$ cat config.mk
export PLATFORM = sky130hd
export DESIGN_NAME = sbrStack_flat
export DESIGN_NICKNAME = d
export VERILOG_FILES = /design/src/verilog/sbrStack.sv /design/src/flat_wrapper.sv
export VERILOG_INCLUDE_DIRS = /design/src /design/src/verilog
export SDC_FILE = /design/constraint.sdc
export NUM_CORES = 1
export LEC_CHECK = 0
export BUFFER_PORTS_ARGS = -buffer_cell sky130_fd_sc_hd__buf_2
export CORE_ASPECT_RATIO = 0.5
export CORE_MARGIN = 4
export CORE_UTILIZATION = 60
export DETAILED_ROUTE_END_ITERATION = 10
export GPL_TIMING_DRIVEN = 0
export PLACE_DENSITY = 0.81
export SETUP_SLACK_MARGIN = 0.02
export SLEW_MARGIN = 20
export SYNTH_ARGS = -nofsm -noshare
export SYNTH_HDL_FRONTEND = slang
export SYNTH_SLANG_ARGS = --single-unit
$ cat constraint.sdc
create_clock -name CLK -period 4.2 [get_ports CLK]
set_input_delay 1.26 -clock CLK [delete_from_list [all_inputs] [get_ports CLK]]
set_output_delay 1.26 -clock CLK [all_outputs]
set_load 0.02 [all_outputs]
$ cat src/verilog/mseq_settings.svh
`ifndef MSEQ_SETTINGS_SVH
`define MSEQ_SETTINGS_SVH

//////////////////////////////////////////////////////////////////////
// Sequencer sizing
//////////////////////////////////////////////////////////////////////

// Control-RAM address width, 2K words
`define MSEQ_ADR_W 11

// Number of control-store words
`define MSEQ_CRAM_WORDS (1 << `MSEQ_ADR_W)

// Subroutine stack entries
`define MSEQ_STACK_DEPTH 16

// Stack pointer width
`define MSEQ_SP_W $clog2(`MSEQ_STACK_DEPTH)

// Diagnostic data path is one byte wide
`define MSEQ_DIAG_W 8

`endif
$ cat src/verilog/sbrStack.sv
`timescale 1ns/10ps
`include "mseq_settings.svh"

// Sequencer to stack link
interface sbrIf;
  logic                   push;
  logic                   pop;
  logic [`MSEQ_ADR_W-1:0] pushAdr;
  // Registered top of stack
  logic [`MSEQ_ADR_W-1:0] retAdr;

  modport seq (output push, output pop, output pushAdr, input retAdr);
  modport stack (input push, input pop, input pushAdr, output retAdr);
endinterface

// Subroutine call/return stack
// sp points at the next free entry and wraps at the depth
module sbrStack (
  input  logic                  CLK,
  input  logic                  rstN,
  sbrIf.stack                   sbr,
  output logic [`MSEQ_SP_W-1:0] spOut
);

  logic [`MSEQ_ADR_W-1:0] stackMem [`MSEQ_STACK_DEPTH];
  logic [`MSEQ_SP_W-1:0]  sp;
  logic [`MSEQ_SP_W-1:0]  wrPtr;
  logic [`MSEQ_SP_W-1:0]  rdPtr;
  // Push and pop together means force
  logic                   reload;

  assign reload = sbr.push & sbr.pop;
  // Reload restarts the stack at entry 0
  assign wrPtr  = reload ? '0 : sp;
  // Entry below the one being popped becomes the new top
  assign rdPtr  = sp - 2'd2;

  // Stack array
  always_ff @(posedge CLK) begin
    if (sbr.push) begin
      stackMem[wrPtr] <= sbr.pushAdr;
    end
  end

  // Pointer and return register
  always_ff @(posedge CLK) begin
    if (!rstN) begin
      sp         <= '0;
      sbr.retAdr <= '0;
    end else if (reload) begin
      sp         <= {{(`MSEQ_SP_W-1){1'b0}}, 1'b1};
      sbr.retAdr <= sbr.pushAdr;
    end else if (sbr.push) begin
      sp         <= sp + 1'b1;
      sbr.retAdr <= sbr.pushAdr;
    end else if (sbr.pop) begin
      sp         <= sp - 1'b1;
      sbr.retAdr <= stackMem[rdPtr];
    end
  end

  assign spOut = sp;

endmodule

$ cat src/flat_wrapper.sv
// flat-port wrapper written by rule: the top's interface ports become plain ports
module sbrStack_flat 
  (CLK, rstN, spOut, sbr_push, sbr_pop, sbr_pushAdr, sbr_retAdr);
  sbrIf sbr_i ();
  input  logic CLK;
  input  logic rstN;
  output logic [`MSEQ_SP_W-1:0] spOut;
  input wire logic [$bits(sbr_i.push)-1:0] sbr_push;
  input wire logic [$bits(sbr_i.pop)-1:0] sbr_pop;
  input wire logic [$bits(sbr_i.pushAdr)-1:0] sbr_pushAdr;
  output wire logic [$bits(sbr_i.retAdr)-1:0] sbr_retAdr;
  assign sbr_i.push = sbr_push;
  assign sbr_i.pop = sbr_pop;
  assign sbr_i.pushAdr = sbr_pushAdr;
  assign sbr_retAdr = sbr_i.retAdr;
  sbrStack u_core (.CLK(CLK), .rstN(rstN), .sbr(sbr_i), .spOut(spOut));
endmodule
# [Word-level counts from Yosys, hierarchy flattened]
# Memories as Yosys holds them, arrays and structs flattened.
# Cells that the tools add are included.
[word_totals] output_inout_bits=15 mem_bits_rw=176 reg_bits=15 latch_bits=0 word_cells=21 n_memories=1 in_bits=15 rom_bits=0
[mem_list] memory="u_core.stackMem" depth=16 width=11 rd=1 rd_clocked_by_memory_dff=0 wr=1 line_no="sbrStack.sv:25" text="logic [`MSEQ_ADR_W-1:0] stackMem [`MSEQ_STACK_DEPTH];"
[classes] n_mul=0 shift=0 div=0 n_reduce_logical=3 n_eq_ne=0 bitwise=2 add_sub_neg=3 n_mux=9 order_cmp=0
[ops] op="11-bit two-way mux" n=3
[ops] op="4-bit two-way mux" n=3
[ops] op="4-bit by 1-bit adder with 4-bit output, second input constant" n=1
[ops] op="4-bit by 1-bit subtractor with 4-bit output, second input constant" n=1
[ops] op="4-bit by 2-bit subtractor with 4-bit output, second input constant" n=1
[ops] op="1-bit two-way mux" n=3
[ops] op="3-bit nonzero test" n=1
[ops] op="2-bit nonzero test" n=1
[ops] op="2-bit OR reduction" n=1
[ops] op="1-bit AND" n=1
[ops] op="1-bit inverter" n=1

# [Longest topological paths before layout]
# An unclocked memory read counts as a cell.
[depth] word_depth=5 depth_mapped=9 depth_no_buf=6

# [Worst setup path after synthesis]
# OpenSTA, ideal clock, no wires.
[synth_path] path_type="input to register" start="input sbr_push" end="memory u_core.stackMem[6][0] (netlist bit), enable pin" arrival_ps=2703 setup_slack_ps=1104 cell_stages=5 cell_sequence="buf_2 > inv_1 > nor2_1 > nand3_1 > nor3_1"
[synth_between] elab_chain_len=2
[synth_rtl] item="from (decl)" line_no="flat_wrapper.sv:8" text="input wire logic [$bits(sbr_i.push)-1:0] sbr_push;"
[synth_rtl] item="1-bit AND or 1-bit two-way mux (tied branches)" line_no="sbrStack.sv:32, sbrStack.sv:40"
[synth_rtl] item="4-bit two-way mux or 1-bit two-way mux (tied branches)" line_no="sbrStack.sv:34, sbrStack.sv:41"
[synth_rtl] item="to (decl)" line_no="sbrStack.sv:25"
# Several ways; a longest one is shown, not always the timed one.

# [Worst setup path after layout]
[layout_path] start="register u_core.sp[1] (netlist: u_core.spOut[1])" end="register u_core.sbr.retAdr[3]"
[layout_between] elab_chain_len=5
[layout_rtl] item="from (decl)" line_no="sbrStack.sv:26" text="logic [`MSEQ_SP_W-1:0] sp;"
[layout_rtl] item="from (signal assigned)" line_no="sbrStack.sv:51" text="sp <= {{(`MSEQ_SP_W-1){1'b0}}, 1'b1};"
[layout_rtl] item="from (signal assigned)" line_no="sbrStack.sv:54" text="sp <= sp + 1'b1;"
[layout_rtl] item="from (signal assigned)" line_no="sbrStack.sv:57" text="sp <= sp - 1'b1;"
[layout_rtl] item="4-bit by 2-bit subtractor with 4-bit output" line_no="sbrStack.sv:36" text="assign rdPtr = sp - 2'd2;"
[layout_rtl] item="memory read 16 x 11 bit"
[layout_rtl] item="11-bit two-way mux" line_no="sbrStack.sv:56" text="end else if (sbr.pop) begin"
[layout_rtl] item="11-bit two-way mux" line_no="sbrStack.sv:53" text="end else if (sbr.push) begin"
[layout_rtl] item="11-bit two-way mux" line_no="sbrStack.sv:50" text="end else if (reload) begin"
[layout_rtl] item="to (signal assigned)" line_no="sbrStack.sv:52" text="sbr.retAdr <= sbr.pushAdr;"
[layout_rtl] item="to (signal assigned)" line_no="sbrStack.sv:55" text="sbr.retAdr <= sbr.pushAdr;"
[layout_rtl] item="to (signal assigned)" line_no="sbrStack.sv:58" text="sbr.retAdr <= stackMem[rdPtr];"
[layout_rtl] item="to (decl)" line_no="sbrStack.sv:13" text="modport stack (input push, input pop, input pushAdr, output retAdr);"
# No other way between the ends. The select of a mux whose other input is x is not followed.
# A chain may end at the register's enable or synchronous reset.

==> reports/qor.yml <==
run_status:
  status: "completed"
logic_synthesis:
  synthTopCellsByCount: "176 x edfxtp_1, 26 x mux4_2, 20 x mux2i_1"
  synth-seq-area-share_pct: 72.06
  synth_area_per_cell_um2: 17.62
  async_reset_ff_share_pct: 0
  ys_ff_latch: 191
  synthCells: 440
  yosys-top-cells-area: "edfxtp_1 68%, mux4_2 7.6%, dfxtp_1 3.9%"
  synth_most_common_cell: "edfxtp_1"
  synth_top_area_share_pct: 68.18
  syn-num-nets: 459
  synthFlopType: "edfxtp_1"
  ys_types: 44
  yosys.area.top_type: "edfxtp_1"
  synth_edf_count: 176
  ys.warnings.count: 0
  synthesis.area_um2: 7751
global_route:
  grt_max_degree: 18
  grt_pass1_wl_um: 26700
  antenna_found_initial: 0
  grt_usage_pct: 25.10
  grt-ovfl-total: 0
  first_global_vias: 4411
timing:
  period_share_pct: 73.39
  skew_ns: 0.006983
  whs_ns: 0.5904
  tightest_slew_ns: 1.129
  setup_viol: 0
  period_minus_slack_ns: 3.082
  max_freq_mhz: 324.4
  slew_headroom_pct: 24.42
  finalHoldViolCount: 0
  slew_violations: 0
  fin_setup_tns_ns: 0
  rsz0062_at_grt: "no"
power_and_ir_drop:
  p_int_w: 0.003292
  peakVddDrop_v: 0.0003217
  switching_share_pct: 25.42
  pwr-share-comb_pct: 13.6
  p_switching_w: 0.001122
  p_clk_share_pct: 37.7
  power.density_nw_per_um2: 502.8
  power_frac_seq_pct: 48.6
  p_leak_nw: 2.849
route:
  wirelength_um: 17650
  drt-initial-drc-count: 595
  firstDrtPassIters: 5
  wire_per_inst_um: 26.26
  drcViolationCount: 0
  vias_per_cell: 6.637
  ant_nets: 0
  vias: 4460
die:
  die_h_um: 88.37
  start_util_pct: 61.21
  row_count: 29
  die_w_um: 168.7
  coreArea_um2: 12660
  io_pins: 30
  die_area_um2: 14910
clocking:
  cts_buffer_depth: 2
  cts_made_buffers: 17
  htreeDepth: 4
  ctsHoldBuffers: 0
  cts_tree: "done"
  ctsRootBufferMaster: "clkbuf_16"
  post_cts_buffers: 0
  clk_transition_reported_paths_ns: 0.07
  clock-sinks: 191
  cts_resized: 0
  clkLatencyLatePin_ns: 0.43
placed_design:
  hpwl_um: 10820
  port_buffers: 27
  routabilityCongestion: 0.9811
critical_path:
  r2r-end: "u_core.sbr.retAdr[3]$_SDFFE_PN0P_"
  crit_slowest_cell: "dfxtp_1"
  regToRegStartpoint: "u_core.spOut[1]$_SDFFE_PP0P_"
  critical_path_required_ns: 4.55
  slowest_delay_ns: 0.52
  ff2ff_path_depth: 9
  crit_chain: "buf_4, buf_2, inv_1, ha_1, clkbuf_1, clkinv_1, a31oi_1, nand4b_1, a31oi_1"
  crit_path_max_fanout: 10
  criticalPathCategory: "reg -> reg"
  rrSetupSlack_ns: 1.12
  endpoint: "u_core.sbr.retAdr[3]$_SDFFE_PN0P_"
  cp.arrival_ns: 3.43
  startpoint_type: "flop"
  crit_path_start: "u_core.spOut[1]$_SDFFE_PP0P_"
  crit_top_cell: "a31oi_1"
  endpoint_kind: "flop"
layout:
  drive_gt1_share_pct: 26.10
  antenna_cells: 0
  fillers: 753
  synthToLayoutAreaGrowth_pct: 13.27
  layout.nets: 508
worst_hold_path:
  min_from: "u_core.sbr.retAdr[4]$_SDFFE_PN0P_"
  hp-class: "reg -> reg"
  holdPathStages: 2
job:
  cap_viol_max_count: 0
-- power groups by stage --
stage                     Combinational, W  Clock (W)  Sequential, W
final                             0.000602    0.00167        0.00215
after global routing              0.000639    0.00176        0.00215
after CTS                         0.000585    0.00166        0.00215
after detailed placement          0.000576          0        0.00219
after global placement            0.000559          0        0.00218
after floorplan                   0.000357          0        0.00220
-- per-layer routing --
| layer | routed length (µm) | track usage, % | share of wire (%) |
|---|---|---|---|
| met1 | 7110 | 34.55 | 40 |
| met2 | 8071 | 37.66 | 46 |
| met3 | 1996 | 8.523 | 11 |
| met4 | 470 | 10.24 | 2.7 |
| met5 | 0 | 0 | 0 |
-- worst min path at each step --
| stage | endpoint |
|---|---|
| after detailed placement | u_core.sbr.retAdr[3]$_SDFFE_PN0P_ |
| after CTS | u_core.sbr.retAdr[4]$_SDFFE_PN0P_ |
| final | u_core.sbr.retAdr[4]$_SDFFE_PN0P_ |
| after global routing | u_core.sbr.retAdr[0]$_SDFFE_PN0P_ |
| after floorplan | u_core.sbr.retAdr[0]$_SDFFE_PN0P_ |
| after global placement | u_core.sbr.retAdr[7]$_SDFFE_PN0P_ |
-- metrics by stage --
| step | worst slack, ns | area (µm²) | util, % | std cells | power, W |
|---|---|---|---|---|---|
| 3_3_place_gp | 0.2088 | 8099 | 63.96 | 637 | 0.002744 |
| 3_5_place_dp | 0.7434 | 8159 | 64.43 | 640 | 0.002762 |
| 2_1_floorplan | 1.104 | 7751 | - | 440 | 0.002560 |
| 6_report | 1.118 | 8780 | 69.33 | 672 | 0.004414 |
| 5_1_grt | 1.010 | 8780 | 69.33 | 672 | 0.004545 |
| 4_1_cts | 1.170 | 8766 | 69.22 | 672 | 0.004395 |
-- critical path: cells and delay by family (launching register included) --
| kind | cells | cell delay [ns] |
|---|---|---|
| fa+ha+maj | 1 | 0.29 |
| buf+inv | 5 | 1.42 |
| compound gates | 2 | 0.54 |
| flops | 1 | 0.52 |
| simple gates | 1 | 0.23 |
-- registers in the layout, indices dropped and copies added (netlist names) --
name	count
u_core.stackMem	176
u_core.sbr.retAdr	11
u_core.spOut	4
-- cells in the final DEF (no fill, tap or decap), drive strengths merged, types with 4 or more instances in the layout --
cell type / Yosys / routed
a21oi: 12 / 12
a2111oi: 9 / 9
mux2i: 20 / 20
a22oi: 11 / 11
inv: 5 / 8
buf: 19 / 49
clkinv: 1 / 6
nand4b: 9 / 9
nor2: 18 / 18
a31oi: 18 / 18
o211ai: 9 / 9
nor2b: 9 / 9
mux2: 9 / 9
mux4: 26 / 26
edfxtp: 176 / 176
dfxtp: 15 / 15
or3: 18 / 18
nand3: 13 / 13
nor3: 4 / 4
clkbuf: 10 / 30
-- kinds of logic after synthesis --
group	share of synthesized area (%)
AOI/OAI and AO/OA	6.295
xor gates and xnor gates	0.6458
adders and majority gates	0.7426
buffers and inverters	2.696
DFF	72.06
muxes	11.44
and+or+nand+nor	6.118
-- layout make-up --
class | count | area, µm² | share of cell area [%]
flip-flops and latches | 191 | 5585 | 63.62
multi-input cells | 214 | 2001 | 22.79
clock buffers | 20 | 446.7 | 5.088
well taps | 170 | 212.7 | 2.423
plain buffers | 29 | 186.4 | 2.123
repair buffers | 30 | 165.2 | 1.881
clock inverters | 12 | 160.2 | 1.824
inverters | 6 | 22.52 | 0.2565
No activity file was read; power rests on OpenSTA's default activity.
