--- config.mk ---
export PLATFORM = sky130hd
export DESIGN_NAME = diagRegs_flat
export DESIGN_NICKNAME = d
export VERILOG_FILES = /design/src/verilog/mseqDiagPkg.sv /design/src/verilog/mseqUwordPkg.sv /design/src/verilog/diagRegs.sv /design/src/flat_wrapper.sv
export VERILOG_INCLUDE_DIRS = /design/src /design/src/verilog
export SDC_FILE = /design/constraint.sdc
export NUM_CORES = 1
export LEC_CHECK = 0
export BUFFER_PORTS_ARGS = -buffer_cell sky130_fd_sc_hd__buf_2
export CORE_AREA = 2 2 54 67
export DETAILED_ROUTE_END_ITERATION = 10
export DIE_AREA = 0 0 56 69
export PLACE_DENSITY = 0.92
export SYNTH_ARGS = -nofsm -noshare
export SYNTH_HDL_FRONTEND = slang
export SYNTH_SLANG_ARGS = --single-unit
export TNS_END_PERCENT = 20
--- constraint.sdc ---
create_clock -name CLK -period 3.3 [get_ports CLK]
set_clock_uncertainty 0.05 [all_clocks]
set_input_delay 0.66 -clock CLK [delete_from_list [all_inputs] [get_ports CLK]]
set_output_delay 0.66 -clock CLK [all_outputs]
set_load 0.01 [all_outputs]
--- src/verilog/mseq_settings.svh ---
`ifndef MSEQ_SETTINGS_SVH
`define MSEQ_SETTINGS_SVH

//////////////////////////////////////////////////////////////////////
// Sequencer sizing
//////////////////////////////////////////////////////////////////////

// Control-RAM address width, 2K words
`define MSEQ_ADR_W 11

// Number of control-store words
`define MSEQ_CRAM_WORDS (1 << `MSEQ_ADR_W)

// Subroutine stack entries
`define MSEQ_STACK_DEPTH 16

// Stack pointer width
`define MSEQ_SP_W $clog2(`MSEQ_STACK_DEPTH)

// Diagnostic data path is one byte wide
`define MSEQ_DIAG_W 8

`endif
--- src/verilog/mseqDiagPkg.sv ---
`include "mseq_settings.svh"

package mseqDiagPkg;

  // Diagnostic function codes
  typedef enum logic [3:0] {
    DF_IDLE      = 4'd0,
    // Load diagnostic address, upper 3 bits then lower 8
    DF_ADR_HI    = 4'd1,
    DF_ADR_LO    = 4'd2,
    // Microword bytes low to high, B2 commits the word
    DF_WR_B0     = 4'd3,
    DF_WR_B1     = 4'd4,
    DF_WR_B2     = 4'd5,
    // Readback of crAdr and sbrRet halves
    DF_RD_ADR_LO = 4'd6,
    DF_RD_ADR_HI = 4'd7,
    DF_RD_RET_LO = 4'd8,
    DF_RD_RET_HI = 4'd9,
    DF_RD_STAT   = 4'd10
  } diagFunc_t;

  // Status byte returned by DF_RD_STAT
  typedef struct packed {
    logic [`MSEQ_DIAG_W-`MSEQ_SP_W-3:0] pad;
    logic                               parity;
    logic [`MSEQ_SP_W-1:0]              sp;
    logic                               run;
  } diagStat_t;

endpackage

--- src/verilog/mseqUwordPkg.sv ---
`include "mseq_settings.svh"

package mseqUwordPkg;

  //////////////////////////////////////////////////////////////////////
  // Dispatch source select
  //////////////////////////////////////////////////////////////////////

  // Codes 5 to 7 are unused and behave like DISP_NONE
  typedef enum logic [2:0] {
    DISP_NONE = 3'd0,
    // Selected condIn bit into address bit 0
    DISP_SKIP = 3'd1,
    // Instruction dispatch nibble into bits 4..1
    DISP_IRJ  = 3'd2,
    // Top of call/return stack
    DISP_RET  = 3'd3,
    // Diagnostic address register
    DISP_DIAG = 3'd4
  } dispCode_t;

  //////////////////////////////////////////////////////////////////////
  // Microword layout, 24 bits
  //////////////////////////////////////////////////////////////////////

  // Bits 23..13 jump, 12..10 disp, 9 call, 8..6 cond, 5..0 uOut
  typedef struct packed {
    // Base of next address
    logic [`MSEQ_ADR_W-1:0] jump;
    dispCode_t              disp;
    // Push current address on the stack
    logic                   call;
    // Skip condition select
    logic [2:0]             cond;
    // Control bits to the rest of the machine
    logic [5:0]             uOut;
  } uword_t;

endpackage

--- src/verilog/diagRegs.sv ---
`timescale 1ns/10ps
`include "mseq_settings.svh"

// Diagnostic block to sequencer and control store
interface diagIf
  import mseqUwordPkg::*;
();
  logic [`MSEQ_ADR_W-1:0] diagAdr;
  // Commit strobe, one cycle
  logic                   wrEn;
  logic [`MSEQ_ADR_W-1:0] wrAdr;
  uword_t                 wrWord;

  modport regs (output diagAdr, output wrEn, output wrAdr, output wrWord);
  modport seq (input diagAdr);
  modport store (input wrEn, input wrAdr, input wrWord);
endinterface

// Diagnostic registers and readback
module diagRegs
  import mseqUwordPkg::*;
  import mseqDiagPkg::*;
(
  input  logic                   CLK,
  input  logic                   rstN,
  input  diagFunc_t              diagFunc,
  input  logic [`MSEQ_DIAG_W-1:0] diagWrData,
  input  logic [`MSEQ_ADR_W-1:0] crAdr,
  input  logic [`MSEQ_ADR_W-1:0] retAdr,
  input  logic [`MSEQ_SP_W-1:0]  spOut,
  input  logic                   dispParity,
  input  logic                   run,
  diagIf.regs                    diag,
  output logic [`MSEQ_DIAG_W-1:0] diagRdData
);

  typedef logic [`MSEQ_DIAG_W-1:0] diagByte_t;

  // Staged low bytes of the microword
  diagByte_t wrByte0;
  diagByte_t wrByte1;
  diagStat_t stat;

  //////////////////////////////////////////////////////////////////////
  // Diagnostic address
  //////////////////////////////////////////////////////////////////////

  always_ff @(posedge CLK) begin
    if (!rstN) begin
      diag.diagAdr <= '0;
    end else if (diagFunc == DF_ADR_HI) begin
      diag.diagAdr[`MSEQ_ADR_W-1:`MSEQ_DIAG_W] <=
        diagWrData[`MSEQ_ADR_W-`MSEQ_DIAG_W-1:0];
    end else if (diagFunc == DF_ADR_LO) begin
      diag.diagAdr[`MSEQ_DIAG_W-1:0] <= diagWrData;
    end
  end

  //////////////////////////////////////////////////////////////////////
  // Microword write
  //////////////////////////////////////////////////////////////////////

  always_ff @(posedge CLK) begin
    if (diagFunc == DF_WR_B0) begin
      wrByte0 <= diagWrData;
    end
    if (diagFunc == DF_WR_B1) begin
      wrByte1 <= diagWrData;
    end
  end

  // Third byte goes straight into the word on the commit edge
  assign diag.wrEn   = (diagFunc == DF_WR_B2);
  assign diag.wrAdr  = diag.diagAdr;
  assign diag.wrWord = uword_t'({diagWrData, wrByte1, wrByte0});

  //////////////////////////////////////////////////////////////////////
  // Readback
  //////////////////////////////////////////////////////////////////////

  assign stat = '{pad: '0, parity: dispParity, sp: spOut, run: run};

  // Zero for every non-read code
  always_comb begin
    case (diagFunc)
      DF_RD_ADR_LO: diagRdData = crAdr[`MSEQ_DIAG_W-1:0];
      DF_RD_ADR_HI: diagRdData = diagByte_t'(crAdr[`MSEQ_ADR_W-1:`MSEQ_DIAG_W]);
      DF_RD_RET_LO: diagRdData = retAdr[`MSEQ_DIAG_W-1:0];
      DF_RD_RET_HI: diagRdData = diagByte_t'(retAdr[`MSEQ_ADR_W-1:`MSEQ_DIAG_W]);
      DF_RD_STAT:   diagRdData = stat;
      default:      diagRdData = '0;
    endcase
  end

endmodule

--- src/flat_wrapper.sv ---
// flat-port wrapper written by rule: the top's interface ports become plain ports
module diagRegs_flat import mseqUwordPkg::*; import mseqDiagPkg::*;
  (CLK, rstN, diagFunc, diagWrData, crAdr, retAdr, spOut, dispParity, run, diagRdData, diag_diagAdr, diag_wrEn, diag_wrAdr, diag_wrWord);
  diagIf diag_i ();
  input  logic CLK;
  input  logic rstN;
  input  diagFunc_t diagFunc;
  input  logic [`MSEQ_DIAG_W-1:0] diagWrData;
  input  logic [`MSEQ_ADR_W-1:0] crAdr;
  input  logic [`MSEQ_ADR_W-1:0] retAdr;
  input  logic [`MSEQ_SP_W-1:0] spOut;
  input  logic dispParity;
  input  logic run;
  output logic [`MSEQ_DIAG_W-1:0] diagRdData;
  output wire logic [$bits(diag_i.diagAdr)-1:0] diag_diagAdr;
  output wire logic [$bits(diag_i.wrEn)-1:0] diag_wrEn;
  output wire logic [$bits(diag_i.wrAdr)-1:0] diag_wrAdr;
  output wire logic [$bits(diag_i.wrWord)-1:0] diag_wrWord;
  assign diag_diagAdr = diag_i.diagAdr;
  assign diag_wrEn = diag_i.wrEn;
  assign diag_wrAdr = diag_i.wrAdr;
  assign diag_wrWord = diag_i.wrWord;
  diagRegs u_core (.CLK(CLK), .rstN(rstN), .diagFunc(diagFunc), .diagWrData(diagWrData), .crAdr(crAdr), .retAdr(retAdr), .spOut(spOut), .dispParity(dispParity), .run(run), .diag(diag_i), .diagRdData(diagRdData));
endmodule
== Word level (Yosys, flattened, before mapping) ==
Cells that the tools add are included.
Storage, ports and cells
  flip-flop bits (word level): 27
  output and inout port bits: 55
  word-level logic and storage cells: 17
Operators by class
  eq/ne operators: 10
  muxes and demuxes: 1
  bitwise gates (word level): 1
  reductions and logical operators: 1
Operators with widths (number)
  $pmux 8 s5: 1
  $eq 4x3->1 const B: 4
  $eq 4x4->1 const B: 3
  $eq 4x2->1 const B: 2
  $eq 4x1->1 const B: 1
  $reduce_and 2->1: 1
  $not 1->1: 1

== Longest topological paths before layout ==
Gate-level depths: netlist (run 1).
  depth after elaboration: 3
  gate-level depth with buffers: 5

== Least setup slack after synthesis (run 1) ==
Ideal clock, no wire load.
  kind: input to output
  start: input port diagFunc[3]
  end: output port diagRdData[0]
  arrival: 1.569 ns
  required time: 2.590 ns
  slack: 1.021 ns
  cell stages on the path: 4
  cells stage by stage: buf_2 or3b_2 nor2_1 a221o_1
On the way
  word-level cells in the longest chain between the ends: 2
RTL lines
  start: declaration: line flat_wrapper.sv:7  | input diagFunc_t diagFunc;
  $eq 4x4->1 or $eq 4x3->1 (tied branches): line diagRegs.sv:85  | case (diagFunc)
  $pmux 8 s5 *: line diagRegs.sv:85
  end: declaration: line flat_wrapper.sv:14  | output logic [`MSEQ_DIAG_W-1:0] diagRdData;
Every way passes the cells marked *; elsewhere a longest branch is shown, timed or not.

== Worst setup path after layout (run 1) ==
  start: input port diagFunc[0]
  end: output port diagRdData[2]
Same word-level chain as after synthesis.

==> qor.yml, run 1 <==
drt:
  detail_route.first_pass.iterations: 4
  drc_errors: 0
  top_layer_used: "met4"
  final_antenna_net_count: 0
  routed_wirelength_um: 2980
  wl_met3_um: 276
  wl_met1_um: 1060
  dr_total_vias: 1164
  wl_per_cell_um: 12.6
  dr_wl_met2_um: 1580
  first_iter_violations: 13
  via_per_inst: 4.93
floorplan:
  core_mm2: 0.00322
  die_area_mm2: 0.00386
  io_pins: 97
  die_h_um: 69
  dieWidth_um: 56
  std_cell_rows: 23
  start_util_pct: 41.5
run_status:
  status: "finished clean"
sta:
  final-setup-viol-count: 0
  max_freq_ghz: 0.408
  min_period_ps: 2450
  hold_viol: 0
  setup_tns_ps: 0
  worst_pin_slew_ps: 473
  maxSlewViolCount: 0
  rsz0062_at_grt: "false"
  fin_crit_sh_pct: 74.3
  timing.final.ws_setup_ps: 848
  slew_headroom_pct: 68.4
setup_path:
  path_cells: "buf_2, or3b_2, nor2_1, a221o_1, buf_2"
  r2r_start: "u_core.diag.diagAdr[4]"
  max_stage_delay_ps: 510
  reg2reg_slack_ps: 2630
  crit_start: "diagFunc[0]"
  path_buf_inv: 2
  cp_max_fo: 13
  end_kind: "primary output"
  cp-start-kind: "input pin"
  cp_num_cells: 5
  worstPathArrival_ps: 1740
  r2r_cells: 2
  cp_top_family: "simple AND/OR/NAND/NOR gates"
  endpoint: "diagRdData[2]"
  path_common_cell: "buf_2"
  required_ps: 2590
  reg2reg_to: "u_core.diag.diagAdr[4]"
  cp_slowest_cell: "or3b_2"
  criticalPathCategory: "in -> out"
clock_network:
  cts.sinks: 27
  ctsHoldBuffers: 0
  cts_tree: "yes"
  cts_buffer_depth: 2
  root_buffer: "clkbuf_8"
  postCtsSetupBuffers: 0
  path_clk_slew_ps: 90
  ctsResizeCount: 0
  cts_buffers: 3
  clkLatencyLatePin_ps: 260
  ctsHtreeMaxLevel: 1
final_layout:
  drive_gt1_share_pct: 54.3
  final_common_cell: "buf_2"
  final_cell_mix: "buf_2 (96), nand2_1 (26), edfxtp_1 (16)"
  synthToLayoutAreaGrowth_pct: 31.4
  insertedDiodeCount: 0
  final_util_pct: 54.5
  finalNetCount: 242
  fin_area_mm2: 0.00176
yosys:
  syn_nets: 164
  avgSynthCellArea_um2: 11.0
  ys_ff_latch: 27
  synthCells: 122
  yosys_warnings: 0
  synthFlopType: "edfxtp_1"
  yosysUniqueCellTypes: 25
  synth_area_leaders: "edfxtp_1 (36%), dfxtp_1 (16%), buf_4 (11%)"
  yosysTopAreaCell: "edfxtp_1"
  yosysSeqAreaShare_pct: 52.4
  synthDominantCellAreaShare_pct: 36.0
  synth-edff-count: 16
  synthArstFlopShare_pct: 0
  synth_area_mm2: 0.00134
global_route:
  grt_max_degree: 17
  grt_pass1_vias: 1058
  antenna_found_initial: 0
  grt_pass1_wl_um: 4610
  grt_usage_pct: 15.1
  overflow: 0
power_and_ir_drop:
  p_leak_nw: 0.847
  ir_worst_vdd_mv: 0.237
  power_mw: 0.644
  p_per_area_mw_per_mm2: 367
placement:
  post-place-ws_ps: 854
  portBuffers: 96
  globalplace.congestion: 0.756
  hpwl_um: 2420
  dpl-instance-area_mm2: 0.00171
job:
  maxCapViolCount: 0
hold_path:
  holdCritPathClass: "reg -> reg"
synthesized netlist by cell type (3+ instances only):
cell type,number
mux2i_1,3
a21boi_1,8
buf_4,19
edfxtp_1,16
nand2_1,26
a32o_1,3
a22oi_1,3
a221o_1,3
nor2_1,3
o21ai_0,3
dfxtp_1,11
nand3_1,3
buf_2,6
metrics by stage:
step / hold WS [ps] / instances
after detailed placement: 413 / 232
after floorplan: 442 / 122
final: 419 / 236
after CTS: 424 / 236
after global placement: 401 / 232
after global routing: 446 / 236
worst register-to-register path: stages (launching register included):
cell	delay, ps
dfxtp_1	370
nand2_1	60
a21boi_1	130
flip-flops by register name, summed over array words and instances, names as in the netlist:
signal / cells
u_core.wrByte1: 8
u_core.diag.diagAdr: 11
u_core.wrByte0: 8
how the worst min path moves through the flow:
stage	start	slack (ps)	depth (start not counted)	endpoint
after floorplan	u_core.diag.diagAdr[0]	440	2	u_core.diag.diagAdr[0]
after global placement	u_core.diag.diagAdr[1]	400	2	u_core.diag.diagAdr[1]
after detailed placement	u_core.diag.diagAdr[1]	410	2	u_core.diag.diagAdr[1]
after CTS	u_core.diag.diagAdr[6]	420	2	u_core.diag.diagAdr[6]
after global routing	u_core.diag.diagAdr[1]	450	2	u_core.diag.diagAdr[1]
final	u_core.diag.diagAdr[6]	420	2	u_core.diag.diagAdr[6]
logic make-up after synthesis:
| group | synth area share [%] |
|---|---|
| multiplexers | 2.25 |
| AO/OA/AOI/OAI | 13.1 |
| buffers and inverters | 13.2 |
| AND/OR/NAND/NOR | 19.0 |
| flip-flops | 52.4 |
power by group:
group          leakage, nW  switching (mW)  internal, mW
Combinational        0.588          0.0520        0.0473
Sequential           0.234         0.00298         0.366
Clock               0.0255          0.0923        0.0843
Total                0.847           0.147         0.497
routing by layer:
metal  vias to the layer above  track usage [%]
met4                         0             8.20
met3                         6             2.63
met2                        75             27.5
li1                        572                -
met5                         -                0
met1                       511             16.0
area by class of cell:
| type | instances | area (µm²) |
|---|---|---|
| clock buffers | 3 | 41.3 |
| clock inverters | 1 | 5.00 |
| fillers | 303 | 1470 |
| multi-input cells | 69 | 459 |
| flip-flops and latches | 27 | 701 |
| well taps | 37 | 46.3 |
| repair buffers | 99 | 503 |
(Power assumes the default switching activity.)
==> run 2, diff against run 1 <==
--- a/config.mk
+++ b/config.mk
@@ -7,10 +7,10 @@
 export NUM_CORES = 1
 export LEC_CHECK = 0
 export BUFFER_PORTS_ARGS = -buffer_cell sky130_fd_sc_hd__buf_2
-export CORE_AREA = 2 2 54 67
+export CORE_AREA = 2 2 56 69
 export DETAILED_ROUTE_END_ITERATION = 10
-export DIE_AREA = 0 0 56 69
-export PLACE_DENSITY = 0.92
+export DIE_AREA = 0 0 58 71
+export PLACE_DENSITY = 0.87
 export SYNTH_ARGS = -nofsm -noshare
 export SYNTH_HDL_FRONTEND = slang
 export SYNTH_SLANG_ARGS = --single-unit
==> constraint.sdc (replaced) <==
create_clock -name CLK -period 2.5 [get_ports CLK]
set_clock_uncertainty 0.05 [all_clocks]
set_input_delay 0.5 -clock CLK [delete_from_list [all_inputs] [get_ports CLK]]
set_output_delay 0.5 -clock CLK [all_outputs]
set_load 0.01 [all_outputs]
==> run 2 against run 1 <==
Compared with the run above:
- utilization down 4.0 points
- final cell count up 0.85%
- clock power up 34%
- flip-flop and latch count unchanged
- hold slack worse by 20 ps
- first-iteration DRC count up 77%
- die area up 6.6%
- combinational power up 32%
==> qor.yml, run 2 (synthesized netlist as in run 1, its figures left out) <==
setup_path:
  r2r_start: "u_core.diag.diagAdr[9]"
  cp-start-kind: "input pin"
  end_kind: "primary output"
  required_ps: 1950
  reg2reg_to: "u_core.diag.diagAdr[9]"
  r2r_cells: 2
  reg2reg_slack_ps: 1800
  criticalPathCategory: "in -> out"
  cp_max_fo: 13
  worstPathArrival_ps: 1560
floorplan:
  core_mm2: 0.00348
  die_area_mm2: 0.00412
  die_h_um: 71
  std_cell_rows: 24
  dieWidth_um: 58
  io_pins: 97
  start_util_pct: 38.4
clock_network:
  clkLatencyLatePin_ps: 260
  cts.sinks: 27
  cts_tree: "yes"
  postCtsSetupBuffers: 0
  ctsHtreeMaxLevel: 1
  ctsHoldBuffers: 0
  path_clk_slew_ps: 80
  cts_buffer_depth: 2
  ctsResizeCount: 0
  cts_buffers: 3
  root_buffer: "clkbuf_8"
drt:
  first_iter_violations: 23
  drc_errors: 0
  routed_wirelength_um: 3140
  dr_total_vias: 1180
  detail_route.first_pass.iterations: 4
  wl_per_cell_um: 13.2
  final_antenna_net_count: 0
  via_per_inst: 4.96
sta:
  setup_tns_ps: 0
  fin_crit_sh_pct: 84.6
  rsz0062_at_grt: "false"
  hold_viol: 0
  final-setup-viol-count: 0
  max_freq_ghz: 0.473
  min_period_ps: 2110
  maxSlewViolCount: 0
  worst_pin_slew_ps: 526
  slew_headroom_pct: 64.8
hold_path:
  hold_start: "diagWrData[7]"
  holdPathStages: 1
  holdCritPathClass: "in -> reg"
  hold_end: "u_core.wrByte0[7]"
global_route:
  grt_pass1_wl_um: 4640
  grt_pass1_vias: 1042
  grt_max_degree: 17
  grt_usage_pct: 14.6
  overflow: 0
  antenna_found_initial: 0
placement:
  portBuffers: 96
  globalplace.congestion: 0.701
  dpl-instance-area_mm2: 0.00171
  hpwl_um: 2460
final_layout:
  final_util_pct: 50.4
  synthToLayoutAreaGrowth_pct: 31.5
  final_cell_mix: "buf_2 (96), nand2_1 (26), edfxtp_1 (16)"
  reg_top3: "u_core.diag.diagAdr: 11 flops, u_core.wrByte0: 8 flops, u_core.wrByte1: 8 flops"
  drive_gt1_share_pct: 53.8
  final_common_cell: "buf_2"
  largest_reg_flops: 11
  fin_area_mm2: 0.00176
  max_flop_register: "u_core.diag.diagAdr"
  insertedDiodeCount: 0
  finalNetCount: 242
power_and_ir_drop:
  p_per_area_mw_per_mm2: 487
  p_leak_nw: 0.845
  ir_worst_vdd_mv: 0.385
job:
  maxCapViolCount: 0
run_status:
  status: "finished clean"
## run 2: cell types whose count changed in the layout (fill, tap and decap cells not counted), sizes merged
| cell | before | now |
|---|---|---|
| clkbuf | 3 | 4 |
| clkinv | 1 | 0 |
## run 2: area by class of cell
class | instances | area [µm²]
clock buffer | 4 | 45.0
tap | 39 | 48.8
fill | 326 | 1730
timing repair buffer | 99 | 503
sequential | 27 | 701
multi-input combinational | 69 | 459
## run 2: stage by stage
step / power, mW / hold WS [ps] / setup WS, ps / std cells
after floorplan: 0.571 / 442 / 414 / 122
after global placement: 0.625 / 407 / 414 / 234
after detailed placement: 0.630 / 412 / 388 / 234
after CTS: 0.866 / 395 / 379 / 238
after global routing: 0.894 / 390 / 256 / 238
final: 0.855 / 400 / 386 / 238
## run 2: power by group
part	switching, mW	leakage [nW]	internal [mW]
registers	0.00429	0.234	0.483
logic	0.0691	0.588	0.0623
clock network	0.123	0.0228	0.114
total	0.196	0.845	0.659
## run 2: how the worst max path moves through the flow
stage / startpoint / end / slack, ps
6_report: diagFunc[0] / diagRdData[2] / 390
5_1_grt: diagFunc[1] / diagRdData[6] / 260
4_1_cts: diagFunc[0] / diagRdData[2] / 380
3_5_place_dp: diagFunc[0] / diagRdData[2] / 390
3_3_place_gp: diagFunc[2] / diagRdData[1] / 410
2_1_floorplan: diagFunc[2] / u_core.wrByte1[0] / 410
## run 2: worst max-delay path, cell delays in order
cell     delay [ps]
buf_2           180
or3b_2          520
nor2_1          120
a221o_1         110
buf_2           120
## run 2: layer usage
metal	wire [µm]	global-route usage, %	vias to the layer above
li1	-	-	573
met1	1160	15.8	532
met2	1710	28.5	73
met3	244	1.83	2
met4	21	4.65	0
met5	0	0	-
==> run 3, diff against run 2 <==
==> constraint.sdc (replaced) <==
create_clock -name CLK -period 2.2 [get_ports CLK]
set_clock_uncertainty 0.05 [all_clocks]
set_input_delay 0.44 -clock CLK [delete_from_list [all_inputs] [get_ports CLK]]
set_output_delay 0.44 -clock CLK [all_outputs]
set_load 0.01 [all_outputs]
==> run 3 against run 2 <==
Compared with the run above:
- final cell count rose by 0.42%
- sequential share of layout area fell by 0.17 points
- register-to-register slack got worse by 280 ps
- flip-flop and latch count did not move
- non-clock buffer count rose by 1
- clock-buffer cell count did not move
- via count fell by 0.76%
- design area rose by 0.43%
- total power rose by 13%
- clock power rose by 9.3%
- utilization rose by 0.22 points
- first-iteration DRC count rose by 22%
- critical path type unchanged
- critical endpoint unchanged
==> qor.yml, run 3 (synthesized netlist as in run 1, its figures left out) <==
sta:
  min_period_ps: 1990
  maxSlewViolCount: 0
  hold_viol: 0
  setup_tns_ps: 0
  fin_crit_sh_pct: 90.7
  slew_headroom_pct: 65.6
  max_freq_ghz: 0.501
  rsz0062_at_grt: "false"
  hold_ws_ps: 347
  worst_pin_slew_ps: 514
  final-setup-viol-count: 0
final_layout:
  reg_top3: "u_core.diag.diagAdr: 11 flops, u_core.wrByte0: 8 flops, u_core.wrByte1: 8 flops"
  final_util_pct: 50.6
  final_common_cell: "buf_2"
  insertedDiodeCount: 0
  finalNetCount: 243
  max_flop_register: "u_core.diag.diagAdr"
  largest_reg_flops: 11
  drive_gt1_share_pct: 54.0
  nFillCells: 327
  synthToLayoutAreaGrowth_pct: 32.0
  final_cell_mix: "buf_2 (96), nand2_1 (26), edfxtp_1 (16)"
floorplan:
  die_area_mm2: 0.00412
  core_mm2: 0.00348
  io_pins: 97
  dieWidth_um: 58
  die_h_um: 71
  start_util_pct: 38.4
  std_cell_rows: 24
global_route:
  grt_pass1_vias: 1013
  grt_max_degree: 15
  antenna_found_initial: 0
  grt_usage_pct: 13.9
  overflow: 0
  grt_pass1_wl_um: 4490
clock_network:
  ctsResizeCount: 0
  cts_tree: "yes"
  clkLatencyLatePin_ps: 250
  cts_buffer_depth: 2
  postCtsSetupBuffers: 0
  path_clk_slew_ps: 80
  ctsHtreeMaxLevel: 1
  cts_buffers: 3
  cts.sinks: 27
  ctsHoldBuffers: 0
  root_buffer: "clkbuf_8"
run_status:
  status: "finished clean"
setup_path:
  cp_max_fo: 13
  cp-start-kind: "input pin"
  cp_top_family: "simple AND/OR/NAND/NOR gates"
  cp_slowest_cell: "or3b_2"
  path_cells: "buf_2, or3b_2, nor2_1, a221o_1, buf_2"
  path_common_cell: "buf_2"
  criticalPathCategory: "in -> out"
  end_kind: "primary output"
  path_buf_inv: 2
  max_stage_delay_ps: 520
  required_ps: 1710
  worstPathArrival_ps: 1500
drt:
  drc_errors: 0
  first_iter_violations: 28
  final_antenna_net_count: 0
  routed_wirelength_um: 2980
  via_per_inst: 4.90
  detail_route.first_pass.iterations: 4
  dr_total_vias: 1171
  wl_per_cell_um: 12.5
power_and_ir_drop:
  p_per_area_mw_per_mm2: 545
  ir_worst_vdd_mv: 0.369
  p_leak_nw: 0.849
placement:
  globalplace.congestion: 0.707
  hpwl_um: 2340
  portBuffers: 96
hold_path:
  holdCritPathClass: "in -> reg"
job:
  maxCapViolCount: 0
==> run 3: cell types whose count changed in the layout (fill, tap and decap cells not counted) <==
| cell | before | now |
|---|---|---|
| buf_4 | 3 | 4 |
==> run 3: cell type report <==
cell class,instances,area [µm²],share of cell area (%)
multi-input combinational,69,459,26.0
timing repair buffer,100,510,28.9
clock buffer,4,45.0,2.55
tap,39,48.8,2.77
sequential,27,701,39.7
==> run 3: routing by layer <==
layer / vias to the layer above / part of all wire (%) / global-route usage [%]
li1: 574 / - / -
met1: 524 / 38 / 15.7
met2: 71 / 53 / 26.4
met3: 2 / 7.7 / 1.83
met4: 0 / 0.47 / 3.88
met5: - / 0 / 0
==> run 3: where the power goes <==
| part | internal [mW] | switching (mW) |
|---|---|---|
| registers | 0.548 | 0.00437 |
| logic | 0.0720 | 0.0787 |
| clock network | 0.129 | 0.130 |
==> run 3: path summary, 6_finish.rpt <==
path | start | slack, ps | endpoint | cells past startpoint
hold reg to reg | u_core.diag.diagAdr[4] | 420 | u_core.diag.diagAdr[4] | 2
hold / removal | diagWrData[4] | 350 | u_core.wrByte0[4] | 1
setup reg to reg | u_core.diag.diagAdr[1] | 1520 | u_core.diag.diagAdr[1] | 2
setup / recovery | diagFunc[0] | 210 | diagRdData[2] | 5
==> run 3: metrics by stage <==
| step | cells | cell area (µm²) | total power [mW] | setup slack, ps |
|---|---|---|---|---|
| final | 239 | 1760 | 0.962 | 205 |
| after global routing | 239 | 1760 | 1.01 | 135 |
| after CTS | 239 | 1760 | 0.974 | 200 |
| after detailed placement | 235 | 1720 | 0.717 | 200 |
| after global placement | 235 | 1720 | 0.712 | 231 |
| after floorplan | 122 | 1340 | 0.649 | 174 |
